<file path="src/rtl/vec_pkg.sv">
////////////////////////////////////////////////////////////////////////////
// Shared types of the vector coprocessor: element and register index
// types, the core opcodes and the request broadcast to the lanes.
// Imported with a wildcard by every RTL module.
////////////////////////////////////////////////////////////////////////////

package vec_pkg;

  // Element width, one word
  localparam int unsigned ElemWidth = 16;
  typedef logic [ElemWidth-1:0] elen_t;

  // Architectural vector registers
  localparam int unsigned NrVRegs = 8;
  typedef logic [$clog2(NrVRegs)-1:0] vreg_idx_t;

  // Opcodes seen on the core interface
  typedef enum logic [2:0] {
    OP_VID_VX    = 3'd0,
    OP_ADD_VV    = 3'd1,
    OP_ADD_VX    = 3'd2,
    OP_AND_VV    = 3'd3,
    OP_XOR_VV    = 3'd4,
    OP_XOR_VX    = 3'd5,
    OP_REDSUM_VS = 3'd6,
    OP_MV_XS     = 3'd7
  } vec_op_e;

  // Lane ALU operations
  typedef enum logic [1:0] {
    ALU_ADD = 2'd0,
    ALU_AND = 2'd1,
    ALU_XOR = 2'd2,
    ALU_IDX = 2'd3
  } alu_op_e;

  // Decoded request, broadcast to all processing elements
  typedef struct packed {
    alu_op_e   alu_op;
    logic      use_scalar;
    logic      write_vd;
    logic      reduce;
    logic      extract;
    vreg_idx_t vd;
    vreg_idx_t vs1;
    vreg_idx_t vs2;
    elen_t     scalar;
    // Clamped vector length, zero for extracts
    elen_t     vl;
  } lane_req_t;

endpackage : vec_pkg

</file>
<file path="src/rtl/vec_dispatcher.sv">
////////////////////////////////////////////////////////////////////////////
// Core-side front end. Runs the four-phase req/ack handshake, decodes
// the opcode into a lane request and holds the scalar response until
// the core drops its request.
////////////////////////////////////////////////////////////////////////////

`timescale 1ns/10ps

module vec_dispatcher import vec_pkg::*; #(
  parameter  int unsigned VlMax   = 16,
  localparam int unsigned VlWidth = $clog2(VlMax + 1)
) (
  input  logic               clk_i,
  input  logic               arst_n_i,
  // Core handshake
  input  logic               req_i,
  input  vec_op_e            op_i,
  input  vreg_idx_t          vd_i,
  input  vreg_idx_t          vs1_i,
  input  vreg_idx_t          vs2_i,
  input  elen_t              scalar_i,
  input  logic [VlWidth-1:0] vl_i,
  output logic               ack_o,
  output elen_t              result_o,
  // Sequencer side
  output logic               issue_o,
  output lane_req_t          lane_req_o,
  input  logic               done_i,
  input  elen_t              result_i
);

  typedef enum logic [1:0] {
    IDLE,
    BUSY,
    ACKED
  } state_e;

  state_e             state_q;
  logic               issue_q;
  elen_t              result_q;
  lane_req_t          lane_req_q;
  lane_req_t          req_d;
  logic [VlWidth-1:0] vl_clamp;

  //////////////////////////////////////////////////////////////////////////
  // Decode
  //////////////////////////////////////////////////////////////////////////

  always_comb begin
    vl_clamp = (vl_i > VlWidth'(VlMax)) ? VlWidth'(VlMax) : vl_i;

    req_d        = '0;
    req_d.vd     = vd_i;
    req_d.vs1    = vs1_i;
    req_d.vs2    = vs2_i;
    req_d.scalar = scalar_i;
    req_d.vl     = elen_t'(vl_clamp);

    case (op_i)
      OP_VID_VX: begin
        req_d.alu_op     = ALU_IDX;
        req_d.use_scalar = 1'b1;
        req_d.write_vd   = 1'b1;
      end
      OP_ADD_VV: begin
        req_d.alu_op   = ALU_ADD;
        req_d.write_vd = 1'b1;
      end
      OP_ADD_VX: begin
        req_d.alu_op     = ALU_ADD;
        req_d.use_scalar = 1'b1;
        req_d.write_vd   = 1'b1;
      end
      OP_AND_VV: begin
        req_d.alu_op   = ALU_AND;
        req_d.write_vd = 1'b1;
      end
      OP_XOR_VV: begin
        req_d.alu_op   = ALU_XOR;
        req_d.write_vd = 1'b1;
      end
      OP_XOR_VX: begin
        req_d.alu_op     = ALU_XOR;
        req_d.use_scalar = 1'b1;
        req_d.write_vd   = 1'b1;
      end
      OP_REDSUM_VS: begin
        req_d.reduce = 1'b1;
      end
      default: begin
        // Scalar move, the element index wraps at VlMax and no row is stepped
        req_d.extract = 1'b1;
        req_d.scalar  = elen_t'(32'(scalar_i) % VlMax);
        req_d.vl      = '0;
      end
    endcase
  end

  //////////////////////////////////////////////////////////////////////////
  // Handshake FSM
  //////////////////////////////////////////////////////////////////////////

  always_ff @(posedge clk_i or negedge arst_n_i) begin
    if (!arst_n_i) begin
      state_q  <= IDLE;
      issue_q  <= 1'b0;
      result_q <= '0;
    end else begin
      issue_q <= 1'b0;
      case (state_q)
        IDLE: begin
          if (req_i) begin
            issue_q <= 1'b1;
            state_q <= BUSY;
          end
        end
        BUSY: begin
          if (done_i) begin
            result_q <= result_i;
            state_q  <= ACKED;
          end
        end
        default: begin
          // Hold ack until the core lets go
          if (!req_i) state_q <= IDLE;
        end
      endcase
    end
  end

  always_ff @(posedge clk_i) begin
    if (state_q == IDLE && req_i) lane_req_q <= req_d;
  end

  assign ack_o      = (state_q == ACKED);
  assign result_o   = result_q;
  assign issue_o    = issue_q;
  assign lane_req_o = lane_req_q;

endmodule : vec_dispatcher

</file>
<file path="config.mk">
export PLATFORM = sky130hd
export DESIGN_NAME = vec_dispatcher
export DESIGN_NICKNAME = d
export VERILOG_FILES = /design/src/rtl/vec_pkg.sv /design/src/rtl/vec_dispatcher.sv
export SDC_FILE = /design/constraint.sdc
export NUM_CORES = 1
export LEC_CHECK = 0
export BUFFER_PORTS_ARGS = -buffer_cell sky130_fd_sc_hd__buf_4
export CAP_MARGIN = 20
export CORE_MARGIN = 5
export CORE_UTILIZATION = 45
export CTS_BUF_LIST = sky130_fd_sc_hd__clkbuf_4 sky130_fd_sc_hd__clkbuf_8
export CTS_CLUSTER_SIZE = 16
export DETAILED_ROUTE_END_ITERATION = 7
export GPL_TIMING_DRIVEN = 0
export PLACE_DENSITY = 0.9
export RECOVER_POWER = 25
export SLEW_MARGIN = 10
export SYNTH_ARGS = -nofsm -noshare
export SYNTH_HDL_FRONTEND = slang
export SYNTH_SLANG_ARGS = --single-unit
</file>
<file path="constraint.sdc">
create_clock -name clk_i -period 5.4 [get_ports clk_i]
set_clock_uncertainty 0.2 [all_clocks]
set_input_delay 1.62 -clock clk_i [delete_from_list [all_inputs] [get_ports clk_i]]
set_output_delay 1.62 -clock clk_i [all_outputs]
set_load 0.1 [all_outputs]
</file>
**Word level (Yosys, flattened, before mapping)**

Index checks and enable logic that the tools add are counted.

- Bits in registers: 66
- Output and inout bits: 65
- Word-level logic and storage cells: 51

- Reduce and logical (&&, ||, !) cells: 10
- Bitwise operators: 1
- Multiplexer cells: 12
- Equality and inequality tests: 11
- Magnitude comparators: 1

Operators by type and width:

| operator | number |
|---|---|
| $eq 3x3->1 const B | 3 |
| $reduce_or 7->1 | 1 |
| $eq 3x2->1 const B | 2 |
| $mux 1 | 6 |
| $mux 2 | 3 |
| $pmux 2 s3 | 1 |
| $reduce_or 6->1 | 1 |
| $gt 5x5->1 const B | 1 |
| $mux 5 | 1 |
| $ne 2x2->1 const B | 2 |
| $pmux 2 s2 | 1 |
| $reduce_or 2->1 | 2 |
| $eq 3x1->1 const B | 1 |
| $logic_not 3->1 | 1 |
| $ne 3x1->1 const B | 1 |
| $reduce_and 3->1 | 1 |
| $reduce_or 3->1 | 1 |
| $eq 2x1->1 const B | 1 |
| $eq 2x2->1 const B | 1 |
| $logic_not 2->1 | 1 |
| $reduce_and 2->1 | 1 |
| $logic_and 1x1->1 | 1 |
| $not 1->1 | 1 |

**Depth between registers and ports, before layout**

- Depth after elaboration: 4
- Mapped depth: 4
- Gate-level depth less buffers: 2

**Least setup slack after synthesis**

OpenSTA, ideal clock, no wires.

- Kind: input port to flip-flop
- Start: in req_i
- End: reg lane_req_q (netlist bit lane_req_o[0]) (enable)
- Setup slack: 402 ps
- Stages on the path: 1
- Buffers on the path: 0
- Arrival time: 4,314 ps
- Cells stage by stage: nor3b_1

- Word-level cells in the longest chain between the ends: 1

Ends and longest elaborated chain:

| element | RTL line | source |
|---|---|---|
| start: declaration | vec_dispatcher.sv:16 | `input logic req_i,` |
| $logic_and 1x1->1 | vec_dispatcher.sv:132 | `if (state_q == IDLE && req_i) lane_req_q <= req_d;` |
| end signal: assignment | vec_dispatcher.sv:132 |  |
| end: declaration | vec_dispatcher.sv:41 | `lane_req_t lane_req_q;` |

Every way passes these cells.
A chain may end at the register's enable or synchronous reset.

**Worst setup path in the final report**

- Start: reg state_q[0]
- End: out ack_o

- Word-level cells in the longest chain between the ends: 1

Ends and longest elaborated chain:

| element | RTL line | source |
|---|---|---|
| start: declaration | vec_dispatcher.sv:38 | `state_e state_q;` |
| start signal: assignment | vec_dispatcher.sv:105 | `state_q <= IDLE;` |
| start signal: assignment | vec_dispatcher.sv:114 | `state_q <= BUSY;` |
| start signal: assignment | vec_dispatcher.sv:120 | `state_q <= ACKED;` |
| $eq 2x2->1 | vec_dispatcher.sv:135 | `assign ack_o = (state_q == ACKED);` |
| end: declaration | vec_dispatcher.sv:23 | `output logic ack_o,` |

Every way passes these cells.

==> metrics <==
gpl congestion 0.777; worst hold start result_o[12]$_DFFE_PN0P_; fraction of registers with async set/reset 0.345; met1 Usage GRT 0.186; Longest Clk Path Bufs 2; post-synth top area share 0.514; Crit Path Category reg -> out; Die W 78.4 um; post-CTS sizing 0; fill count 324; area leader, netlist edfxtp_1; Post-synth top cells edfxtp_1, dfrtp_1, and2_1; P&R area growth vs syn 46.6%; routed vias/inst 4.68; register bit total from synthesis 55; synth top area cells edfxtp_1, dfrtp_1, mux2_4, and2_1, buf_4; pre-CTS WS 2.08 ns; FF-to-FF End result_o[9]$_DFFE_PN0P_; Cell Area, Synth 2100 um^2; Port-buffer cells 105; num rows 24; pin count of the biggest net entering global routing 20; Hold Slack 0.321 ns; Residual DRC 0; syn_area_per_cell 17.1 um^2; share of the clock period used by the worst path 0.568; min setup slack post-route 2.33 ns; startpoint types flip-flop; Synth Warn # 0; final WL 4.87 mm; initial antenna violation count 0; total gr overflow 0; wire per inst 16.2 um; crit-path max cell delay 0.45 ns; Final ANT Viol Nets 0; gr usage total 0.167; Inserted Clock Buffers 5; relative slew slack 0.300; most numerous cell in the Yosys netlist edfxtp_1; final setup fails 0; synthesized instance count 123; max-slew violation count 0; Final Core Density 0.694; Nets 301; via count 1404; core footprint 4440 um^2; Worst Hold End result_o[12]$_DFFE_PN0P_; CTS tree built; IO Count 118; CP arrival 1.25 ns; Die ar. 6140 um^2; starting density of the core 0.474; outcome finished, final reports clean; H-tree lvl count 2; cts hold-fix bufs 0; f_max 326 MHz; FF-to-FF setup slack 3.32 ns; die height 78.4 um; Worst Hold Depth 1; M2 GR Usage 0.290; Synth cell types 23; first-pass GRT wire length 7.76 mm; Reg clk slew, reported paths 0.09 ns; Crit path required time 3.58 ns; CP cell instances and2b_1, buf_4; final hold vios 0; worst-margin pin slew 1.05 ns; RSZ-0062 raised after global routing false; post-synthesis sequential area ratio 0.740; max-cap check violation count 0; hpwl dp 3.92 mm; cell area after layout 3090 um^2; CTS Sinks 55; Pre-Repair DR Iteration Count 4; number of buffers and inverters on the critical path 1; vias in the first global route 1507; post-CTS setup buffer count 0; number of flops mapped to enable cells by yosys 36; r2r worst-path depth 3; Global Route met3 Usage 0.0458; worst setup path start state_q[0]$_DFFE_PN0P_; Post-DP Area 3030 um^2; main flop type after synthesis edfxtp_1; CP Capture Type primary output; RR Startpoint state_q[0]$_DFFE_PN0P_; ratio of cells with drive above 1 in the final layout 0.569; worst skew pair latency 0.30 ns; GR peak layer met2; Antenna Cells 0; CP Max Fanout 6; CTS root buffer clkbuf_8; CP max stage cell dfrtp_1; initial DRC count 55; CP delay by family, top flip-flops; minimum clock period 3.07 ns; worst min path class reg -> reg
## layout by cell type (no fill, tap or decap), types with 3 or more instances in the layout
cell type	synthesis	layout
mux2_2	7	7
clkbuf_8	0	5
edfxtp_1	36	36
nand2_1	3	3
clkbuf_1	1	5
conb_1	1	11
and2_1	18	17
mux2_4	9	9
clkbuf_4	0	13
nor2_1	3	3
buf_4	11	101
dfrtp_1	19	19
## per-stage QoR
step	cells	setup TNS [ns]
floorplan	133	0
global placement	290	-18.70
detailed placement	293	0
CTS	300	0
global route	300	0
finish	300	0
## worst max path at each step
stage	to	slack [ns]	depth (start not counted)
floorplan	lane_req_o[0]$_SDFFCE_PP0P_	0.40	1
global placement	lane_req_o[20]$_SDFFCE_PN0P_	-0.51	2
detailed placement	lane_req_o[20]$_SDFFCE_PN0P_	2.08	4
CTS	ack_o	2.29	2
global route	ack_o	2.26	2
finish	ack_o	2.33	2
## cell families after synthesis
family	synth area share
other	0.00178
muxes	0.102
buffers and inverters	0.0523
and+or+nand+nor	0.0892
AOI/OAI and AO/OA	0.0113
xor gates and xnor gates	0.00416
DFF	0.740
## layer usage
| metal | part of all wire | vias to the layer above |
|---|---|---|
| li1 | - | 656 |
| met1 | 0.35 | 642 |
| met2 | 0.51 | 88 |
| met3 | 0.088 | 18 |
| met4 | 0.047 | 0 |
| met5 | 0 | - |
## layout make-up
class | count | area (um^2) | share of cell area
plain buffers | 14 | 95.1 | 0.0308
clock buffers | 5 | 68.8 | 0.0223
clock inverters | 2 | 17.5 | 0.00568
inverters | 2 | 7.51 | 0.00243
multi-input cells | 62 | 468 | 0.152
flip-flops and latches | 55 | 1560 | 0.504
well taps | 52 | 65.1 | 0.0211
repair buffers | 108 | 807 | 0.262
## sequential cells by signal, summed over array words and instances (netlist names)
name,flops
lane_req_o,36
result_o,16
state_q,2
issue_o,1
Power is not shown: default switching activity piles up to over one toggle a cycle in this logic, so the estimate is an artifact.
