**src/rtl/vec_pkg.sv**
```systemverilog
////////////////////////////////////////////////////////////////////////////
// Shared types of the vector coprocessor: element and register index
// types, the core opcodes and the request broadcast to the lanes.
// Imported with a wildcard by every RTL module.
////////////////////////////////////////////////////////////////////////////

package vec_pkg;

  // Element width, one word
  localparam int unsigned ElemWidth = 16;
  typedef logic [ElemWidth-1:0] elen_t;

  // Architectural vector registers
  localparam int unsigned NrVRegs = 8;
  typedef logic [$clog2(NrVRegs)-1:0] vreg_idx_t;

  // Opcodes seen on the core interface
  typedef enum logic [2:0] {
    OP_VID_VX    = 3'd0,
    OP_ADD_VV    = 3'd1,
    OP_ADD_VX    = 3'd2,
    OP_AND_VV    = 3'd3,
    OP_XOR_VV    = 3'd4,
    OP_XOR_VX    = 3'd5,
    OP_REDSUM_VS = 3'd6,
    OP_MV_XS     = 3'd7
  } vec_op_e;

  // Lane ALU operations
  typedef enum logic [1:0] {
    ALU_ADD = 2'd0,
    ALU_AND = 2'd1,
    ALU_XOR = 2'd2,
    ALU_IDX = 2'd3
  } alu_op_e;

  // Decoded request, broadcast to all processing elements
  typedef struct packed {
    alu_op_e   alu_op;
    logic      use_scalar;
    logic      write_vd;
    logic      reduce;
    logic      extract;
    vreg_idx_t vd;
    vreg_idx_t vs1;
    vreg_idx_t vs2;
    elen_t     scalar;
    // Clamped vector length, zero for extracts
    elen_t     vl;
  } lane_req_t;

endpackage : vec_pkg

```
**src/rtl/vec_lane.sv**
```systemverilog
////////////////////////////////////////////////////////////////////////////
// One vector lane. Holds elements LaneId, LaneId + NrLanes, ... of every
// register and steps one row per cycle through the ALU. The lane partial
// carries the vs2 sum for reductions or the element for a scalar move.
////////////////////////////////////////////////////////////////////////////

`timescale 1ns/10ps

module vec_lane import vec_pkg::*; #(
  parameter int unsigned NrLanes = 4,
  parameter int unsigned VlMax   = 16,
  parameter int unsigned LaneId  = 0
) (
  input  logic      clk_i,
  input  logic      arst_n_i,
  input  logic      pe_req_valid_i,
  input  lane_req_t pe_req_i,
  output logic      done_o,
  output elen_t     partial_o
);

  localparam int unsigned NrRows = VlMax / NrLanes;
  localparam int unsigned RowW   = (NrRows > 1) ? $clog2(NrRows) : 1;

  // Register file slice
  elen_t           vrf_q [NrVRegs][NrRows];

  lane_req_t       req_q;
  logic            busy_q;
  logic            done_q;
  logic [RowW-1:0] row_q;
  elen_t           partial_q;

  elen_t           op_a;
  elen_t           op_b;
  elen_t           alu_res;
  elen_t           elem_idx;
  logic [31:0]     next_idx;
  logic            last_row;
  logic            xt_hit;
  logic [RowW-1:0] xt_row;

  //////////////////////////////////////////////////////////////////////////
  // Operands and ALU
  //////////////////////////////////////////////////////////////////////////

  always_comb begin
    elem_idx = elen_t'(32'(row_q) * NrLanes + LaneId);
    op_a     = req_q.use_scalar ? req_q.scalar : vrf_q[req_q.vs1][row_q];
    op_b     = vrf_q[req_q.vs2][row_q];
    case (req_q.alu_op)
      ALU_ADD: alu_res = op_a + op_b;
      ALU_AND: alu_res = op_a & op_b;
      ALU_XOR: alu_res = op_a ^ op_b;
      default: alu_res = req_q.scalar + elem_idx;
    endcase

    // Stop after the last row below vl
    next_idx = (32'(row_q) + 32'd1) * NrLanes + LaneId;
    last_row = (32'(row_q) == NrRows - 1) || (next_idx >= 32'(req_q.vl));

    // Scalar move lookup, scalar already wrapped to VlMax
    xt_hit = (32'(pe_req_i.scalar) % NrLanes) == LaneId;
    xt_row = RowW'(32'(pe_req_i.scalar) / NrLanes);
  end

  //////////////////////////////////////////////////////////////////////////
  // Row stepping
  //////////////////////////////////////////////////////////////////////////

  always_ff @(posedge clk_i or negedge arst_n_i) begin
    if (!arst_n_i) begin
      busy_q <= 1'b0;
      done_q <= 1'b0;
      row_q  <= '0;
    end else begin
      done_q <= 1'b0;
      if (pe_req_valid_i) begin
        row_q <= '0;
        // Lane owns row 0 only if its first element is below vl
        if (LaneId < 32'(pe_req_i.vl)) begin
          busy_q <= 1'b1;
        end else begin
          done_q <= 1'b1;
        end
      end else if (busy_q) begin
        if (last_row) begin
          busy_q <= 1'b0;
          done_q <= 1'b1;
        end else begin
          row_q <= row_q + 1'b1;
        end
      end
    end
  end

  // Registers come up as zero
  always_ff @(posedge clk_i or negedge arst_n_i) begin
    if (!arst_n_i) begin
      vrf_q <= '{default: '0};
    end else if (busy_q && req_q.write_vd) begin
      vrf_q[req_q.vd][row_q] <= alu_res;
    end
  end

  always_ff @(posedge clk_i) begin
    if (pe_req_valid_i) begin
      req_q     <= pe_req_i;
      partial_q <= (pe_req_i.extract && xt_hit) ? vrf_q[pe_req_i.vs2][xt_row] : '0;
    end else if (busy_q && req_q.reduce) begin
      partial_q <= partial_q + op_b;
    end
  end

  assign done_o    = done_q;
  assign partial_o = partial_q;

endmodule : vec_lane

```
**config.mk**
```make
export PLATFORM = sky130hd
export DESIGN_NAME = vec_lane
export DESIGN_NICKNAME = d
export VERILOG_FILES = /design/src/rtl/vec_pkg.sv /design/src/rtl/vec_lane.sv
export SDC_FILE = /design/constraint.sdc
export NUM_CORES = 1
export LEC_CHECK = 0
export BUFFER_PORTS_ARGS = -buffer_cell sky130_fd_sc_hd__buf_2
export CAP_MARGIN = 20
export CORE_AREA = 2 2 268 534
export CTS_CLUSTER_DIAMETER = 40
export CTS_CLUSTER_SIZE = 14
export DETAILED_ROUTE_END_ITERATION = 8
export DIE_AREA = 0 0 270 536
export PLACE_DENSITY = 0.37
export SETUP_SLACK_MARGIN = 0.3
export SLEW_MARGIN = 20
export SYNTH_ARGS = -nofsm -noshare
export SYNTH_HDL_FRONTEND = slang
export SYNTH_SLANG_ARGS = --single-unit
```
**constraint.sdc**
```tcl
create_clock -name clk_i -period 5.5 [get_ports clk_i]
set_input_delay 0.825 -clock clk_i [delete_from_list [all_inputs] [get_ports clk_i]]
set_output_delay 0.825 -clock clk_i [all_outputs]
set_load 0.05 [all_outputs]
```
# Yosys cells after proc, flatten, opt, wreduce, memory -nomap -nowiden
# Cells that the tools add are included.
[classes]
add_sub_neg = 5
order_cmp = 10
eq_ne = 5
n_mux = 39
bitwise = 8
n_reduce_logical = 11
[op_table]
columns = ["operator", "n"]
rows = [
  ["64-bit binary-select mux with 3-bit select", 3],
  ["512-bit bitwise mux", 1],
  ["64-bit 2-to-1 mux", 7],
  ["64-bit demux with 3-bit select", 1],
  ["16-bit 2-to-1 mux", 11],
  ["16-bit binary-select mux with 2-bit select", 3],
  ["16-bit case mux with 3 select lines", 1],
  ["16-bit adder", 2],
  ["16-bit demux with 2-bit select", 1],
  ["32-bit zero test", 1],
  ["16-bit by 4-bit adder with 16-bit output", 1],
  ["16-bit bitwise AND", 1],
  ["4-bit >= comparator, second input constant", 4],
  ["5-bit by 16-bit >= comparator with 1-bit output", 1],
  ["1-bit by 16-bit < comparator with 1-bit output, first input constant", 1],
  ["3-bit NOT with 4-bit output", 4],
  ["16-bit bitwise XOR", 1],
  ["1-bit 2-to-1 mux", 8],
  ["3-bit >= comparator, second input constant", 2],
  ["2-bit 2-to-1 mux", 3],
  ["2-bit NOT with 3-bit output", 2],
  ["1-bit logical AND", 5],
  ["2-bit equality test, second input constant", 2],
  ["4-bit by 1-bit < comparator with 1-bit output, second input constant", 1],
  ["other kinds (10)", 11],
]
[totals]
register_bits = 578
inputBits = 50
out_inout_bits = 17
elab_cells = 123

# Logic depth before layout (Yosys ltp)
[depth]
word_depth = 11
depth_mapped = 17
mapped_depth_nobuf = 14

# Least setup slack after synthesis
# Ideal clock, no wire load.
[synth_timing]
path_type = "reg2reg"
startpoint = "register req_q[32] (netlist name)"
endpoint = "register vrf_q[106] (netlist name)"
setup_time_ns = 0.133
t_arrival_ns = 4.871
required_time_ns = 5.367
path_slack_ns = 0.495
stages_incl_launch_ff = 18
path_buffers = 4
period_less_slack_ns = 5.005
path_cell_list = "edfxtp_1 -> clkbuf_1 -> clkbuf_1 -> buf_2 -> mux4_2 -> mux4_2 -> nand2_1 -> nand2_1 -> ha_1 -> fa_1 -> a21o_1 -> a211o_1 -> a41o_1 -> o31a_1 -> xor2_1 -> o21ai_0 -> clkbuf_1 -> o21ai_0"
[synth_between]
elab_chain_cells = 10
[synth_rtl]
columns = ["item", "line_no", "text"]
rows = [
  ["from (decl)", "vec_lane.sv:28", "lane_req_t req_q;"],
  ["from (signal assigned)", "vec_lane.sv:108", "req_q <= pe_req_i;"],
  ["3-bit NOT with 4-bit output (not written as such) (*)", "vec_lane.sv:50", "op_b = vrf_q[req_q.vs2][row_q];"],
  ["64-bit binary-select mux with 3-bit select (*)", "vec_lane.sv:50", ""],
  ["64-bit 2-to-1 mux (not written as such) (*) (2 in a row)", "vec_lane.sv:50", ""],
  ["16-bit binary-select mux with 2-bit select (*)", "vec_lane.sv:50", ""],
  ["16-bit 2-to-1 mux (not written as such) (*) (2 in a row)", "vec_lane.sv:50", ""],
  ["16-bit adder, or another cell as far along", "vec_lane.sv:52", "ALU_ADD: alu_res = op_a + op_b;"],
  ["16-bit case mux with 3 select lines (*)", "vec_lane.sv:51", "case (req_q.alu_op)"],
  ["512-bit bitwise mux (*)", "vec_lane.sv:102", "vrf_q[req_q.vd][row_q] <= alu_res;"],
  ["to (signal, indexed assignment)", "vec_lane.sv:102", ""],
  ["to (decl)", "vec_lane.sv:26", "elen_t vrf_q [NrVRegs][NrRows];"],
]
# Mark *: on every way between the ends. The rest lies on a longest branch, timed or not. The select of a mux whose other input is x is not followed.
# A chain may end at the register's enable or synchronous reset.

# Worst setup path after layout
[layout_timing]
startpoint = "register req_q[35] (netlist name)"
endpoint = "register vrf_q[506] (netlist name)"
[layout_between]
elab_chain_cells = 11
[layout_rtl]
columns = ["item", "line_no", "text"]
rows = [
  ["3-bit NOT with 4-bit output (not written as such) (*)", "vec_lane.sv:49", "op_a = req_q.use_scalar ? req_q.scalar : vrf_q[req_q.vs1][row_q];"],
  ["64-bit binary-select mux with 3-bit select (*)", "vec_lane.sv:49", ""],
  ["64-bit 2-to-1 mux (not written as such) (*) (2 in a row)", "vec_lane.sv:49", ""],
  ["16-bit binary-select mux with 2-bit select (*)", "vec_lane.sv:49", ""],
  ["16-bit 2-to-1 mux (not written as such) (*) (2 in a row)", "vec_lane.sv:49", ""],
  ["16-bit 2-to-1 mux (*)", "vec_lane.sv:49", ""],
  ["16-bit adder, or another cell as far along", "vec_lane.sv:52", ""],
  ["16-bit case mux with 3 select lines (*)", "vec_lane.sv:51", ""],
  ["512-bit bitwise mux (*)", "vec_lane.sv:102", ""],
]
# Marked as above.

==> out/qor.csv <==
stage,metric,value,unit
timing,setup_ws,0.395,ns
yosys,synthArstFlopShare,89.3,%
floorplanning,initial_core_util,24.8,%
drt,routed.top_layer,met4,
yosys,syn_nets,2970,
yosys,ys.flop_type,dfrtp_1,
clocking,clock_latency,0.65,ns
timing,fin_setup_tns,0,ns
yosys,synth_edf_count,62,
setup_path,cpMostUsedCell,buf_12,
yosys,synth_common_cells,"nand2_1 (532), dfrtp_1 (516), mux4_2 (470), o21ai_0 (457), clkbuf_1 (197)",
global_routing,grt_overflow,0,
clocking,cts_max_path_buffers,3,
drt,viasPerCell,5.28,
timing,hold_viol,0,
yosys,syn_inst,2877,
setup_path,crit_fanout,16,
yosys,synth_warnings,0,
drt,first_iter_violations,2045,
setup_path,path_class,flop to flop,
clocking,cts_num_sinks,578,
drt,wl,147000,um
setup_path,required,5.97,ns
final_layout,multi_input_area,0.0191,sq mm
final_layout,layout-drive-gt1-share,30.1,%
timing,max_freq,196,MHz
drt,wl_met3,5210,um
place,port_buffers,66,
yosys,synth.area.top_cells,"dfrtp_1 (37%), mux4_2 (30%), o21ai_0 (6.6%), nand2_1 (5.7%), edfxtp_1 (5.3%)",
floorplanning,die_h,536,um
setup_path,r2r-start,req_q[35]$_DFFE_PP_,
setup_path,worstPathCellList,buf_4 -> buf_12 -> mux4_2 -> mux4_2 -> mux2i_1 -> buf_4 -> o21ai_0 -> ha_2 -> fa_1 -> a21o_1 -> a211o_1 -> a41o_1 -> o31a_1 -> xor2_2 -> o21ai_4 -> buf_12 -> buf_12 -> o21ai_0,
place,pre_cts_ws,0.196,ns
global_routing,grtUsageTotal,20.3,%
setup_path,slowest_delay,0.61,ns
job,maxCapViolCount,0,
final_layout,nets,2995,
global_routing,grt_start_max_net_pins,125,
setup_path,cpMaxStageDelayCell,mux4_2,
place,dpl_cell_area,0.0380,sq mm
yosys,ys_ff_latch,578,
timing,rsz0062_at_grt,yes,
final_layout,design_area,0.0407,sq mm
yosys,yosysTopAreaCellShare,37.1,%
yosys,yosys.area.top_type,dfrtp_1,
pwr,p_total,22.8,mW
place,gp_congestion,0.907,
yosys,synth_area_per_cell,12.1,sq um
setup_path,end_kind,flop,
floorplanning,dieArea,0.145,sq mm
final_layout,fillers,14416,
status,outcome,"finished, final reports clean",
yosys,synth_area,0.0348,sq mm
clocking,cts_tree,yes,
floorplanning,ios,67,
drt,wl_per_cell,30.4,um
yosys,synthDistinctLibCells,67,
timing,finalHoldWorstSlack,0.114,ns
drt,routed-wl-met2,79800,um
timing,min_period_over_period,92.8,%
timing,min_period,5.10,ns
final_layout,ff_latch_area,0.0148,sq mm
timing,finalSetupViolCount,0,
timing,skew,0.0271,ns
clocking,clkTransAtPathRegs,0.06,ns
drt,drc,0,
setup_path,cp-start-kind,flop,
clocking,hold_buffers,0,
setup_path,reg2reg_depth,18,
final_layout,area_growth,16.9,%
floorplanning,core,0.141,sq mm
clocking,cts_root_buf,clkbuf_16,
setup_path,cp.arrival,5.58,ns
global_routing,antenna_found_initial,5,
setup_path,worstReg2RegEnd,vrf_q[506]$_DFFE_PN0P_,
drt,antenna_left,0,
pwr,ir_drop,285,uV
drt,first_pass_iters,5,
pwr,cellLeakagePower,16.3,nW
setup_path,reg2reg_slack,0.40,ns
clocking,cts_inserted_buffers,70,
yosys,ys_seq_area_share,42.4,%
pwr,powerDensity,559,mW/mm^2
floorplanning,die_w,270,um
timing,slew_headroom,26.9,%
timing,worst_pin_slew,1.10,ns
global_routing,grt_pass1_wl,209000,um
drt,vias,25489,
timing,slew_violations,0,
place,hpwl,99700,um
clocking,htreeDepth,3,
drt,met1_length,50000,um
worst_hold_path,hold_class,input port to async pin,
yosys,synthMostInstantiatedCell,nand2_1,
floorplanning,rows,195,
global_routing,grt_pass1_vias,26842,
logic make-up after synthesis:
family / share of synthesized area (%)
adder cells (fa/ha/maj): 1.61
buffers and inverters: 3.25
flip-flops: 42.4
AND/OR/NAND/NOR: 8.67
multiplexers: 33.1
AO/OA/AOI/OAI: 10.2
XOR/XNOR: 0.754
cell type report:
class | count | area share, %
timing repair buffer | 215 | 4.77
antenna | 3 | 0.0184
clock buffer | 86 | 4.93
clock inverter | 40 | 1.17
sequential | 578 | 36.3
multi-input combinational | 2019 | 46.9
tap | 1871 | 5.75
inverter | 18 | 0.169
flip-flops by register name, summed over array words and instances, names as in the netlist:
signal,cells
partial_o,16
done_o,1
vrf_q,512
busy_q,1
req_q,46
row_q,2
worst max path at each step:
stage | start | slack [ns] | to
finish | req_q[35]$_DFFE_PP_ | 0.40 | vrf_q[506]$_DFFE_PN0P_
global route | req_q[35]$_DFFE_PP_ | 0.24 | vrf_q[377]$_DFFE_PN0P_
CTS | req_q[35]$_DFFE_PP_ | 0.33 | vrf_q[382]$_DFFE_PN0P_
detailed placement | req_q[35]$_DFFE_PP_ | 0.20 | vrf_q[239]$_DFFE_PN0P_
global placement | req_q[35]$_DFFE_PP_ | 0.18 | vrf_q[239]$_DFFE_PN0P_
floorplan | req_q[32]$_DFFE_PP_ | 0.50 | vrf_q[106]$_DFFE_PN0P_
stage by stage:
stage          cells  utilization (%)
2_1_floorplan   2877                -
3_3_place_gp    4689             27.0
3_5_place_dp    4689             27.0
4_1_cts         4815             28.8
5_1_grt         4829             28.9
6_report        4830             28.9
metal layers:
metal	vias to the layer above	GRT usage, %
met5	-	0
li1	10991	-
met2	815	38.0
met1	13406	20.8
met3	277	2.29
met4	0	14.6
placed cells by master, fill, tap and decap left out, types with 6 or more instances in the layout:
cell type and instances:
nand2_1 525, a21o_1 15, o22ai_1 16, o21a_1 6, ha_1 39, o211ai_1 6
nand4_1 7, xor2_1 14, inv_1 15, xnor2_1 15, edfxtp_1 62, nor3_1 7
buf_12 28, mux2i_1 55, and3_1 9, clkbuf_16 80, nor2_1 127, nor4_1 7
o21ai_0 451, a22oi_1 9, clkbuf_8 7, dfrtp_1 515, buf_4 112, clkinv_2 10
a31oi_2 11, bufinv_16 7, mux2_2 34, mux4_2 470, buf_2 61, a21oi_1 61
nand2_2 7, inv_6 13, a31oi_1 25, nand3_1 21, buf_6 7
what timing repair did:
| item | in CTS | in global routing |
|---|---|---|
| setup buffers | 0 | 9 |
| pin swaps | 0 | 4 |
| setup endpoints to repair | 68 | 129 |
| gates resized for setup | 4 | 13 |
| gates cloned | 0 | 3 |
power breakdown:
part | total [mW] | internal [mW] | switching, mW
Sequential | 7.50 | 5.89 | 1.61
Combinational | 10.2 | 4.42 | 5.74
Clock | 5.11 | 2.98 | 2.13
worst max-delay path, delay by kind of cell (launching register included):
family                     cells  cell delay, ns
adders and majority gates      2            0.69
muxes                          3            1.35
AOI/OAI and AO/OA              7            1.44
xor gates and xnor gates       1            0.17
DFF                            1            0.42
buffers and inverters          5            0.79
(Power assumes the default switching activity.)
