## src/rtl/vec_pkg.sv

```systemverilog
////////////////////////////////////////////////////////////////////////////
// Shared types of the vector coprocessor: element and register index
// types, the core opcodes and the request broadcast to the lanes.
// Imported with a wildcard by every RTL module.
////////////////////////////////////////////////////////////////////////////

package vec_pkg;

  // Element width, one word
  localparam int unsigned ElemWidth = 16;
  typedef logic [ElemWidth-1:0] elen_t;

  // Architectural vector registers
  localparam int unsigned NrVRegs = 8;
  typedef logic [$clog2(NrVRegs)-1:0] vreg_idx_t;

  // Opcodes seen on the core interface
  typedef enum logic [2:0] {
    OP_VID_VX    = 3'd0,
    OP_ADD_VV    = 3'd1,
    OP_ADD_VX    = 3'd2,
    OP_AND_VV    = 3'd3,
    OP_XOR_VV    = 3'd4,
    OP_XOR_VX    = 3'd5,
    OP_REDSUM_VS = 3'd6,
    OP_MV_XS     = 3'd7
  } vec_op_e;

  // Lane ALU operations
  typedef enum logic [1:0] {
    ALU_ADD = 2'd0,
    ALU_AND = 2'd1,
    ALU_XOR = 2'd2,
    ALU_IDX = 2'd3
  } alu_op_e;

  // Decoded request, broadcast to all processing elements
  typedef struct packed {
    alu_op_e   alu_op;
    logic      use_scalar;
    logic      write_vd;
    logic      reduce;
    logic      extract;
    vreg_idx_t vd;
    vreg_idx_t vs1;
    vreg_idx_t vs2;
    elen_t     scalar;
    // Clamped vector length, zero for extracts
    elen_t     vl;
  } lane_req_t;

endpackage : vec_pkg

```

## src/rtl/vec_sequencer.sv

```systemverilog
////////////////////////////////////////////////////////////////////////////
// Broadcasts one decoded request to the lanes and the reduction unit,
// then waits for the reduction unit, which in turn waits for every lane.
// One instruction is in flight at a time.
////////////////////////////////////////////////////////////////////////////

`timescale 1ns/10ps

module vec_sequencer import vec_pkg::*; (
  input  logic      clk_i,
  input  logic      arst_n_i,
  // Dispatcher side
  input  logic      issue_i,
  input  lane_req_t lane_req_i,
  output logic      done_o,
  output elen_t     result_o,
  // Processing elements
  output logic      pe_req_valid_o,
  output lane_req_t pe_req_o,
  input  logic      red_done_i,
  input  elen_t     red_result_i
);

  logic      pe_req_valid_q;
  lane_req_t pe_req_q;
  logic      busy_q;
  logic      done_q;
  elen_t     result_q;

  //////////////////////////////////////////////////////////////////////////
  // Broadcast and completion tracking
  //////////////////////////////////////////////////////////////////////////

  always_ff @(posedge clk_i or negedge arst_n_i) begin
    if (!arst_n_i) begin
      pe_req_valid_q <= 1'b0;
      busy_q         <= 1'b0;
      done_q         <= 1'b0;
    end else begin
      // One-cycle broadcast pulse
      pe_req_valid_q <= issue_i;
      done_q         <= busy_q & red_done_i;
      if (issue_i) begin
        busy_q <= 1'b1;
      end else if (red_done_i) begin
        busy_q <= 1'b0;
      end
    end
  end

  // Request and result payload
  always_ff @(posedge clk_i) begin
    if (issue_i) pe_req_q <= lane_req_i;
    if (busy_q && red_done_i) result_q <= red_result_i;
  end

  assign pe_req_valid_o = pe_req_valid_q;
  assign pe_req_o       = pe_req_q;
  assign done_o         = done_q;
  assign result_o       = result_q;

endmodule : vec_sequencer

```

## config.mk

```make
export PLATFORM = sky130hd
export DESIGN_NAME = vec_sequencer
export DESIGN_NICKNAME = d
export VERILOG_FILES = /design/src/rtl/vec_pkg.sv /design/src/rtl/vec_sequencer.sv
export SDC_FILE = /design/constraint.sdc
export NUM_CORES = 1
export LEC_CHECK = 0
export BUFFER_PORTS_ARGS = -buffer_cell sky130_fd_sc_hd__clkbuf_2
export CAP_MARGIN = 0
export CORE_MARGIN = 2
export CORE_UTILIZATION = 43
export CTS_BUF_LIST = sky130_fd_sc_hd__clkbuf_8
export DETAILED_ROUTE_END_ITERATION = 10
export PLACE_DENSITY = 0.82
export RECOVER_POWER = 100
export SLEW_MARGIN = 5
export SYNTH_ARGS = -nofsm -noshare
export SYNTH_HDL_FRONTEND = slang
export SYNTH_SLANG_ARGS = --single-unit
```

## constraint.sdc

```tcl
create_clock -name clk_i -period 1.15 [get_ports clk_i]
set_input_delay 0.23 -clock clk_i [delete_from_list [all_inputs] [get_ports clk_i]]
set_output_delay 0.23 -clock clk_i [all_outputs]
set_load 0.005 [all_outputs]
```

* Yosys cells after proc, flatten, opt, wreduce, memory -nomap -nowiden
Index checks and enable logic that the tools add are counted.
** Storage, ports and cells
- Latch bits :: 0
- Output and inout bits :: 65
- Memory bits (read-only) :: 0
- RAM bits :: 0
- Memories kept :: 0
- Bits of input ports :: 67
- Word-level logic and storage cells :: 19
- Register bits :: 66
** Cells by class
- Multiply operators :: 0
- Eq/ne operators :: 0
- Shift operators :: 0
- Add/subtract/negate cells :: 0
- Divide/modulo/power cells :: 0
- Multiplexer cells :: 2
- $lt $le $gt $ge :: 0
- Bitwise operators :: 1
- Reduce and logical (&&, ||, !) cells :: 2
** Operators with widths (count)
- $mux W1 :: 2
- $reduce_bool A2 Y1 :: 1
- $and A1 B1 Y1 :: 1
- $logic_and A1 B1 Y1 :: 1

* Logic depth before layout (Yosys ltp)
Gate-level depths: netlist of the first run.
- Depth in word-level cells :: 2
- Depth in mapped cells :: 2
- Mapped depth without buffers :: 2

* Worst setup path before layout of the first run
OpenSTA, ideal clock, no wires.
- Path type :: reg2reg
- Start point :: register busy_q
- End point :: register result_q[0], in the netlist result_o[0], enable pin
- Setup time :: 0.335 ns
- Period minus slack after synthesis :: 0.967 ns
- Cell stages (with the launch flop) :: 2
- Path buffers :: 0
- Required time :: 0.815 ns
- Path slack :: 0.183 ns
- Data arrival time :: 0.631 ns
- Path through :: dfrtp_1 and2_2
** On the way
- Longest elaborated chain between the ends :: 1
** RTL lines
- start, declared :: RTL line vec_sequencer.sv:26 : logic busy_q;
- start signal, assigned :: RTL line vec_sequencer.sv:37 : busy_q <= 1'b0;
- start signal, assigned :: RTL line vec_sequencer.sv:44 : busy_q <= 1'b1;
- start signal, assigned :: RTL line vec_sequencer.sv:46 : busy_q <= 1'b0;
- $logic_and A1 B1 Y1 :: RTL line vec_sequencer.sv:54 : if (busy_q && red_done_i) result_q <= red_result_i;
- end signal, assigned :: RTL line vec_sequencer.sv:54
- end, declared :: RTL line vec_sequencer.sv:28 : elen_t result_q;
Every way passes these cells.
A chain may end at the register's enable or synchronous reset.

* Worst setup path in the final report of the first run
- Start point :: register pe_req_q (netlist bit pe_req_o[26])
- End point :: output port pe_req_o[26] (netlist name)
** RTL lines
- start, declared :: RTL line vec_sequencer.sv:25 : lane_req_t pe_req_q;
- start signal, assigned :: RTL line vec_sequencer.sv:53 : if (issue_i) pe_req_q <= lane_req_i;
- end, declared :: RTL line vec_sequencer.sv:19 : output lane_req_t pe_req_o,
No word-level cell between the ends.

==> impl_metrics.env, run 1 <==
export IMPL_cts_buffers=9
export IMPL_crit_path_end_kind="primary output"
export IMPL_detail_route_antenna_nets=0
export IMPL_power_density_nw_per_um2=1650
export IMPL_tightestPinTransition_ns=0.639
export IMPL_use_met3_pct=5.28
export IMPL_ordered_cell_list_for_the_critical_path="clkbuf_2"
export IMPL_maxSlewHeadroom_pct=57.4
export IMPL_stdcell_area_um2=2820
export IMPL_busiest_layer="met2"
export IMPL_grt_pass1_vias=1293
export IMPL_timing_hold_worst_class="in2reg"
export IMPL_netlist_cell_type_count=5
export IMPL_critPathBufInv=1
export IMPL_netlist_top_cells_area="sky130_fd_sc_hd__edfxtp_1, sky130_fd_sc_hd__dfrtp_1, sky130_fd_sc_hd__a21o_1"
export IMPL_routed_wire_length_per_instance_um=15.7
export IMPL_cts_htree_levels=3
export IMPL_reg2reg_from="busy_q"
export IMPL_detail_route_drc_violations=0
export IMPL_postSynthNetCount=136
export IMPL_syn2layout_area_growth_pct=42.0
export IMPL_timing_hold_worst_endpoint="pe_req_o[36]"
export IMPL_final_max_slew_violation_count=0
export IMPL_insertion_delay_ns=0.31
export IMPL_die_x_um=72.0
export IMPL_diodes=0
export IMPL_core_um2=4410
export IMPL_wl_mm=4.25
export IMPL_cts_path_max_buffers=2
export IMPL_number_of_cells_on_the_worst_hold_path=1
export IMPL_cellLeakagePower_nw=1.18
export IMPL_netlist_top_cell_by_area="sky130_fd_sc_hd__edfxtp_1"
export IMPL_worst_path_dominant_cell_family="flip-flops"
export IMPL_skew_ns=0.00164
export IMPL_port_buf_inserts=131
export IMPL_cts_setup_buffers=0
export IMPL_critical_path_max_stage_delay_ns=0.38
export IMPL_finalNetCount=281
export IMPL_first_iter_violations=44
export IMPL_finalWeightedCongestion=0.687
export IMPL_clock_root_buffer_master="sky130_fd_sc_hd__clkbuf_8"
export IMPL_outcome="finished clean"
export IMPL_initial_utilization_pct=45.0
export IMPL_ys_ff_latch=66
export IMPL_worst_reg2reg_setup_slack_ns=0.20
export IMPL_setup_tns_ns=0
export IMPL_top_level_ports=132
export IMPL_via_count=1205
export IMPL_initial_antenna_violation_count=0
export IMPL_grt_first_pass_wirelength_mm=6.09
export IMPL_core_rowCount=24
export IMPL_vdd_ir_drop_max_v=0.000992
export IMPL_syn_area_um2=1990
export IMPL_yosys_warnings=0
export IMPL_number_of_max_capacitance_violations_reported=0
export IMPL_die_area_um2=5180
export IMPL_met1_usage_pct=15.5
export IMPL_critPathLaunch="pe_req_o[26]"
export IMPL_type_of_the_worst_setup_path="reg2out"
export IMPL_die_h_um=72.0
export IMPL_reg2reg_to="result_o[11]"
export IMPL_min_from="lane_req_i[36]"
export IMPL_clock_fmax_ghz=0.959
export IMPL_clk_transition_reported_paths_ns=0.06
export IMPL_crit_path_max_fanout=1
export IMPL_finalSetupViolCount=0
export IMPL_drt_pass1_iter_count=4
export IMPL_finalHoldViolations=0
export IMPL_grt_start_max_net_pins=37
export IMPL_worst_endpoint_required_ns=0.92
export IMPL_slowest_stage="sky130_fd_sc_hd__edfxtp_1"
export IMPL_tcrit_tclk_final_pct=90.7
export IMPL_r2r_cells=1
export IMPL_post_drt_via_cell_ratio=4.46
export IMPL_n_fill_cell=361
export IMPL_placed_area_um2=2730
export IMPL_synth_top_cell_area_share_pct=95.3
export IMPL_syn_inst=69
export IMPL_clock_sink_count=66
export IMPL_post_route_cells_drive_above_1_share_pct=44.5
export IMPL_tritoncts="built"
export IMPL_finalCriticalPeriod_ns=1.04
export IMPL_globalRouteOverflowTotal=0
export IMPL_arrival_ns=0.81
export IMPL_ys_seq_area_share_pct=99.1
export IMPL_track_usage_pct=16.5
export IMPL_worst_setup_path_start_kind="register"
export IMPL_synth_avg_cell_area_um2=28.8
export IMPL_gr_usage_met2_pct=31.1
export IMPL_unrepaired_setup_endpoints_after_global_routing="no"
-- synth_stat cells (all sizes together) --
| cell | instances |
|---|---|
| edfxtp | 63 |
| dfrtp | 3 |
| a21o | 1 |
| and2 | 1 |
| inv | 1 |
-- state kept, by name (all words and copies together), names as in the netlist --
| register | flops |
|---|---|
| pe_req_valid_o | 1 |
| pe_req_o | 47 |
| result_o | 16 |
| busy_q | 1 |
| done_o | 1 |
-- layer usage --
layer	routed length (um)	vias to the layer above
met2	2540	59
met4	87	0
met3	227	9
met5	0	-
met1	1390	572
li1	-	565
-- through the flow --
| step | hold slack [ns] | instances | setup slack [ns] | util (%) | total power, mW |
|---|---|---|---|---|---|
| global route | 0.0634 | 270 | 0.0475 | 63.9 | 4.86 |
| CTS | 0.0762 | 270 | 0.0517 | 65.5 | 4.74 |
| floorplan | -0.0656 | 69 | 0.183 | - | 2.96 |
| global placement | 0.0262 | 254 | 0.118 | 61.9 | 3.27 |
| detailed placement | 0.0300 | 254 | 0.0614 | 61.9 | 3.29 |
| finish | 0.0904 | 270 | 0.107 | 63.9 | 4.66 |
-- final cells by class --
| type | count | area [um^2] | area share (%) |
|---|---|---|---|
| Sequential cell | 66 | 1970 | 69.8 |
| Timing Repair Buffer | 134 | 621 | 22.0 |
| Clock buffer | 9 | 124 | 4.39 |
| Tap cell | 52 | 65.1 | 2.31 |
| Clock inverter | 6 | 22.5 | 0.799 |
| Multi-Input combinational cell | 2 | 16.3 | 0.577 |
| Inverter | 1 | 3.75 | 0.133 |
-- timing repair --
action                     in CTS  in global routing
hold endpoints to repair        3                  0
hold buffers                    1                  0
resized for setup               0                  1
setup endpoints to repair       0                 16
-- worst max path at each step --
| stage | slack [ns] | end | cells past startpoint |
|---|---|---|---|
| 2_1_floorplan | 0.18 | result_o[0] | 1 |
| 3_3_place_gp | 0.12 | result_o[11] | 1 |
| 3_5_place_dp | 0.06 | result_o[8] | 1 |
| 4_1_cts | 0.05 | result_o[3] | 1 |
| 5_1_grt | 0.05 | pe_req_o[37] | 1 |
| 6_report | 0.11 | pe_req_o[26] | 1 |
-- report_power, final --
part | switching, mW | leakage, nW | total [mW] | internal (mW)
Clock | 0.727 | 0.0967 | 1.45 | 0.724
Combinational | 0.168 | 0.436 | 0.330 | 0.162
Sequential | 0.0449 | 0.647 | 2.87 | 2.83
Total | 0.940 | 1.18 | 4.66 | 3.72
-- cells in the final DEF, fill, tap and decap left out --
master / count
sky130_fd_sc_hd__dfrtp_1: 3
sky130_fd_sc_hd__clkbuf_1: 46
sky130_fd_sc_hd__dlygate4sd3_1: 1
sky130_fd_sc_hd__and2_4: 1
sky130_fd_sc_hd__clkbuf_4: 1
sky130_fd_sc_hd__a21o_1: 1
sky130_fd_sc_hd__inv_1: 7
sky130_fd_sc_hd__clkbuf_2: 86
sky130_fd_sc_hd__clkbuf_8: 9
sky130_fd_sc_hd__edfxtp_1: 63
-- cells by family after synthesis --
| family | after synthesis | share of synthesized area, % |
|---|---|---|
| AO/OA/AOI/OAI | 1 | 0.378 |
| buffers and inverters | 1 | 0.189 |
| flip-flops | 66 | 99.1 |
| AND/OR/NAND/NOR | 1 | 0.378 |
Note: power is estimated with default switching activity, not from simulation.
==> run 2: changes to the inputs <==
--- a/config.mk
+++ b/config.mk
@@ -7,11 +7,14 @@
 export LEC_CHECK = 0
 export BUFFER_PORTS_ARGS = -buffer_cell sky130_fd_sc_hd__clkbuf_2
 export CAP_MARGIN = 0
+export CELL_PAD_IN_SITES_DETAIL_PLACEMENT = 1
+export CELL_PAD_IN_SITES_GLOBAL_PLACEMENT = 1
 export CORE_MARGIN = 2
-export CORE_UTILIZATION = 43
+export CORE_UTILIZATION = 34
 export CTS_BUF_LIST = sky130_fd_sc_hd__clkbuf_8
+export CTS_CLUSTER_SIZE = 25
 export DETAILED_ROUTE_END_ITERATION = 10
-export PLACE_DENSITY = 0.82
+export PLACE_DENSITY_LB_ADDON = 0.1
 export RECOVER_POWER = 100
 export SLEW_MARGIN = 5
 export SYNTH_ARGS = -nofsm -noshare
==> run 2 against run 1 <==
Sequential power about the same. Global-route usage decreased by 3.0 points. Utilization down 13 points. Sequential share of layout area is 0.61 points lower. Final area grew 0.89%.
==> impl_metrics.env, run 2 (synthesis gave the netlist of run 1 again) <==
export IMPL_outcome="finished clean"
export IMPL_number_of_max_capacitance_violations_reported=0
export IMPL_worst_endpoint_required_ns=0.92
export IMPL_first_iter_violations=53
export IMPL_detail_route_antenna_nets=0
export IMPL_routed_wire_length_per_instance_um=14.4
export IMPL_cts_setup_buffers=0
export IMPL_hold_ws_ns=0.0770
export IMPL_cts_htree_levels=3
export IMPL_grt_first_pass_wirelength_mm=6.10
export IMPL_tritoncts="built"
export IMPL_worst_path_dominant_cell_family="flip-flops"
export IMPL_clock_sink_count=66
export IMPL_cts_buffers=9
export IMPL_critPathBufInv=1
export IMPL_regArea_um2=1970
export IMPL_insertion_delay_ns=0.32
export IMPL_critPathLaunch="result_o[6]"
export IMPL_post_route_cells_drive_above_1_share_pct=43.4
export IMPL_layoutNonFillerInstCount=291
export IMPL_setup_tns_ns=0
export IMPL_type_of_the_worst_setup_path="reg2out"
export IMPL_commonest_non_fill_non_tap_cell_in_the_layout="sky130_fd_sc_hd__clkbuf_2"
export IMPL_n_fill_cell=605
export IMPL_tcrit_tclk_final_pct=95.3
export IMPL_wl_mm=4.20
export IMPL_port_buf_inserts=131
export IMPL_clk_transition_reported_paths_ns=0.07
export IMPL_placed_cells=274
export IMPL_skew_ns=0.00626
export IMPL_final_max_slew_violation_count=0
export IMPL_crit_path_end_kind="primary output"
export IMPL_core_rowCount=27
export IMPL_crit_end="result_o[6]"
export IMPL_syn2layout_area_growth_pct=43.2
export IMPL_critical_path_max_stage_delay_ns=0.41
export IMPL_cts_path_max_buffers=2
export IMPL_unrepaired_setup_endpoints_after_global_routing="no"
export IMPL_initial_antenna_violation_count=0
export IMPL_via_count=1228
export IMPL_finalCriticalPeriod_ns=1.10
export IMPL_track_usage_pct=13.5
export IMPL_crit_path_max_fanout=1
export IMPL_reg2reg_from="busy_q"
export IMPL_clock_fmax_ghz=0.912
export IMPL_finalSetupViolCount=0
export IMPL_multi_input_area_um2=15.0
export IMPL_die_x_um=80.4
export IMPL_most_common_layout_cells="sky130_fd_sc_hd__clkbuf_2, sky130_fd_sc_hd__edfxtp_1, sky130_fd_sc_hd__clkbuf_1"
export IMPL_largest_register_ffs=47
export IMPL_arrival_ns=0.87
export IMPL_r2r_cells=1
export IMPL_maxSlewHeadroom_pct=65.7
export IMPL_cellLeakagePower_nw=1.15
export IMPL_die_area_um2=6470
export IMPL_worst_path_stages=1
export IMPL_worst_reg2reg_setup_slack_ns=0.09
export IMPL_number_of_cells_on_the_worst_hold_path=1
export IMPL_post_cts_resized=0
export IMPL_core_um2=5570
export IMPL_finalNetCount=281
export IMPL_post_drt_via_cell_ratio=4.22
export IMPL_globalRouteOverflowTotal=0
export IMPL_vdd_ir_drop_max_v=0.000846
export IMPL_dp_hpwl_mm=3.27
export IMPL_die_h_um=80.4
export IMPL_grt_start_max_net_pins=40
export IMPL_grt_pass1_vias=1282
export IMPL_diodes=0
export IMPL_ordered_cell_list_for_the_critical_path="clkbuf_2"
export IMPL_clock_root_buffer_master="sky130_fd_sc_hd__clkbuf_8"
export IMPL_finalWeightedCongestion=0.689
export IMPL_timing_hold_worst_class="in2reg"
export IMPL_detail_route_drc_violations=0
export IMPL_final_critical_path_setup_slack_ns=0.0539
export IMPL_finalHoldViolations=0
export IMPL_tightestPinTransition_ns=0.515
export IMPL_slowest_stage="sky130_fd_sc_hd__edfxtp_1"
export IMPL_worst_setup_path_start_kind="register"
export IMPL_top_level_ports=132
export IMPL_preCtsSetupSlack_ns=0.0806
export IMPL_initial_utilization_pct=35.6
export IMPL_drt_pass1_iter_count=3
export IMPL_reg2reg_to="result_o[13]"
export IMPL_power_density_nw_per_um2=1650
==> run 2: cell count changes in the layout (fill, tap and decap cells not counted), moves of 3 or more <==
| cell | delta |
|---|---|
| sky130_fd_sc_hd__clkbuf_2 | -3 |
| sky130_fd_sc_hd__inv_1 | -5 |
| sky130_fd_sc_hd__buf_1 | +4 |
| sky130_fd_sc_hd__clkinv_1 | +5 |
==> run 2: worst min-delay path by stage <==
stage	startpoint	to	slack (ns)
after CTS	red_result_i[7]	result_o[7]	0.06
after global placement	arst_n_i	busy_q	0.03
after detailed placement	arst_n_i	done_o	0.03
final	red_result_i[9]	result_o[9]	0.08
after global routing	lane_req_i[16]	pe_req_o[16]	0.06
after floorplan	arst_n_i	busy_q	-0.07
==> run 2: power breakdown <==
group / internal, mW / switching [mW] / leakage, nW
Sequential: 2.83 / 0.0468 / 0.647
Combinational: 0.159 / 0.162 / 0.426
Clock: 0.732 / 0.764 / 0.0818
Total: 3.72 / 0.973 / 1.15
==> run 2: repair_timing <==
item | 4_1_cts | 5_1_grt
setup endpoints to repair | 0 | 0
hold endpoints to repair | 3 | 0
hold buffers | 1 | 0
==> run 2: final cells by class <==
type,count,area share (%)
Tap cell,72,3.17
Inverter,1,0.132
Clock buffer,9,4.36
Timing Repair Buffer,134,21.7
Clock inverter,7,0.968
Multi-Input combinational cell,2,0.528
Sequential cell,66,69.2
==> run 2: routing by layer <==
layer / track usage [%] / part of all wire, %
met3: 5.51 / 12
met5: 0 / 0
met2: 23.6 / 53
met4: 8.81 / 2.8
met1: 13.0 / 32
==> run 2: through the flow <==
stage	area, um^2	utilization (%)	total power [mW]
final	2840	51.0	4.69
after global routing	2840	51.0	4.93
after CTS	2920	52.4	4.82
after detailed placement	2760	49.5	3.30
after global placement	2760	49.5	3.27
after floorplan	1990	-	2.96
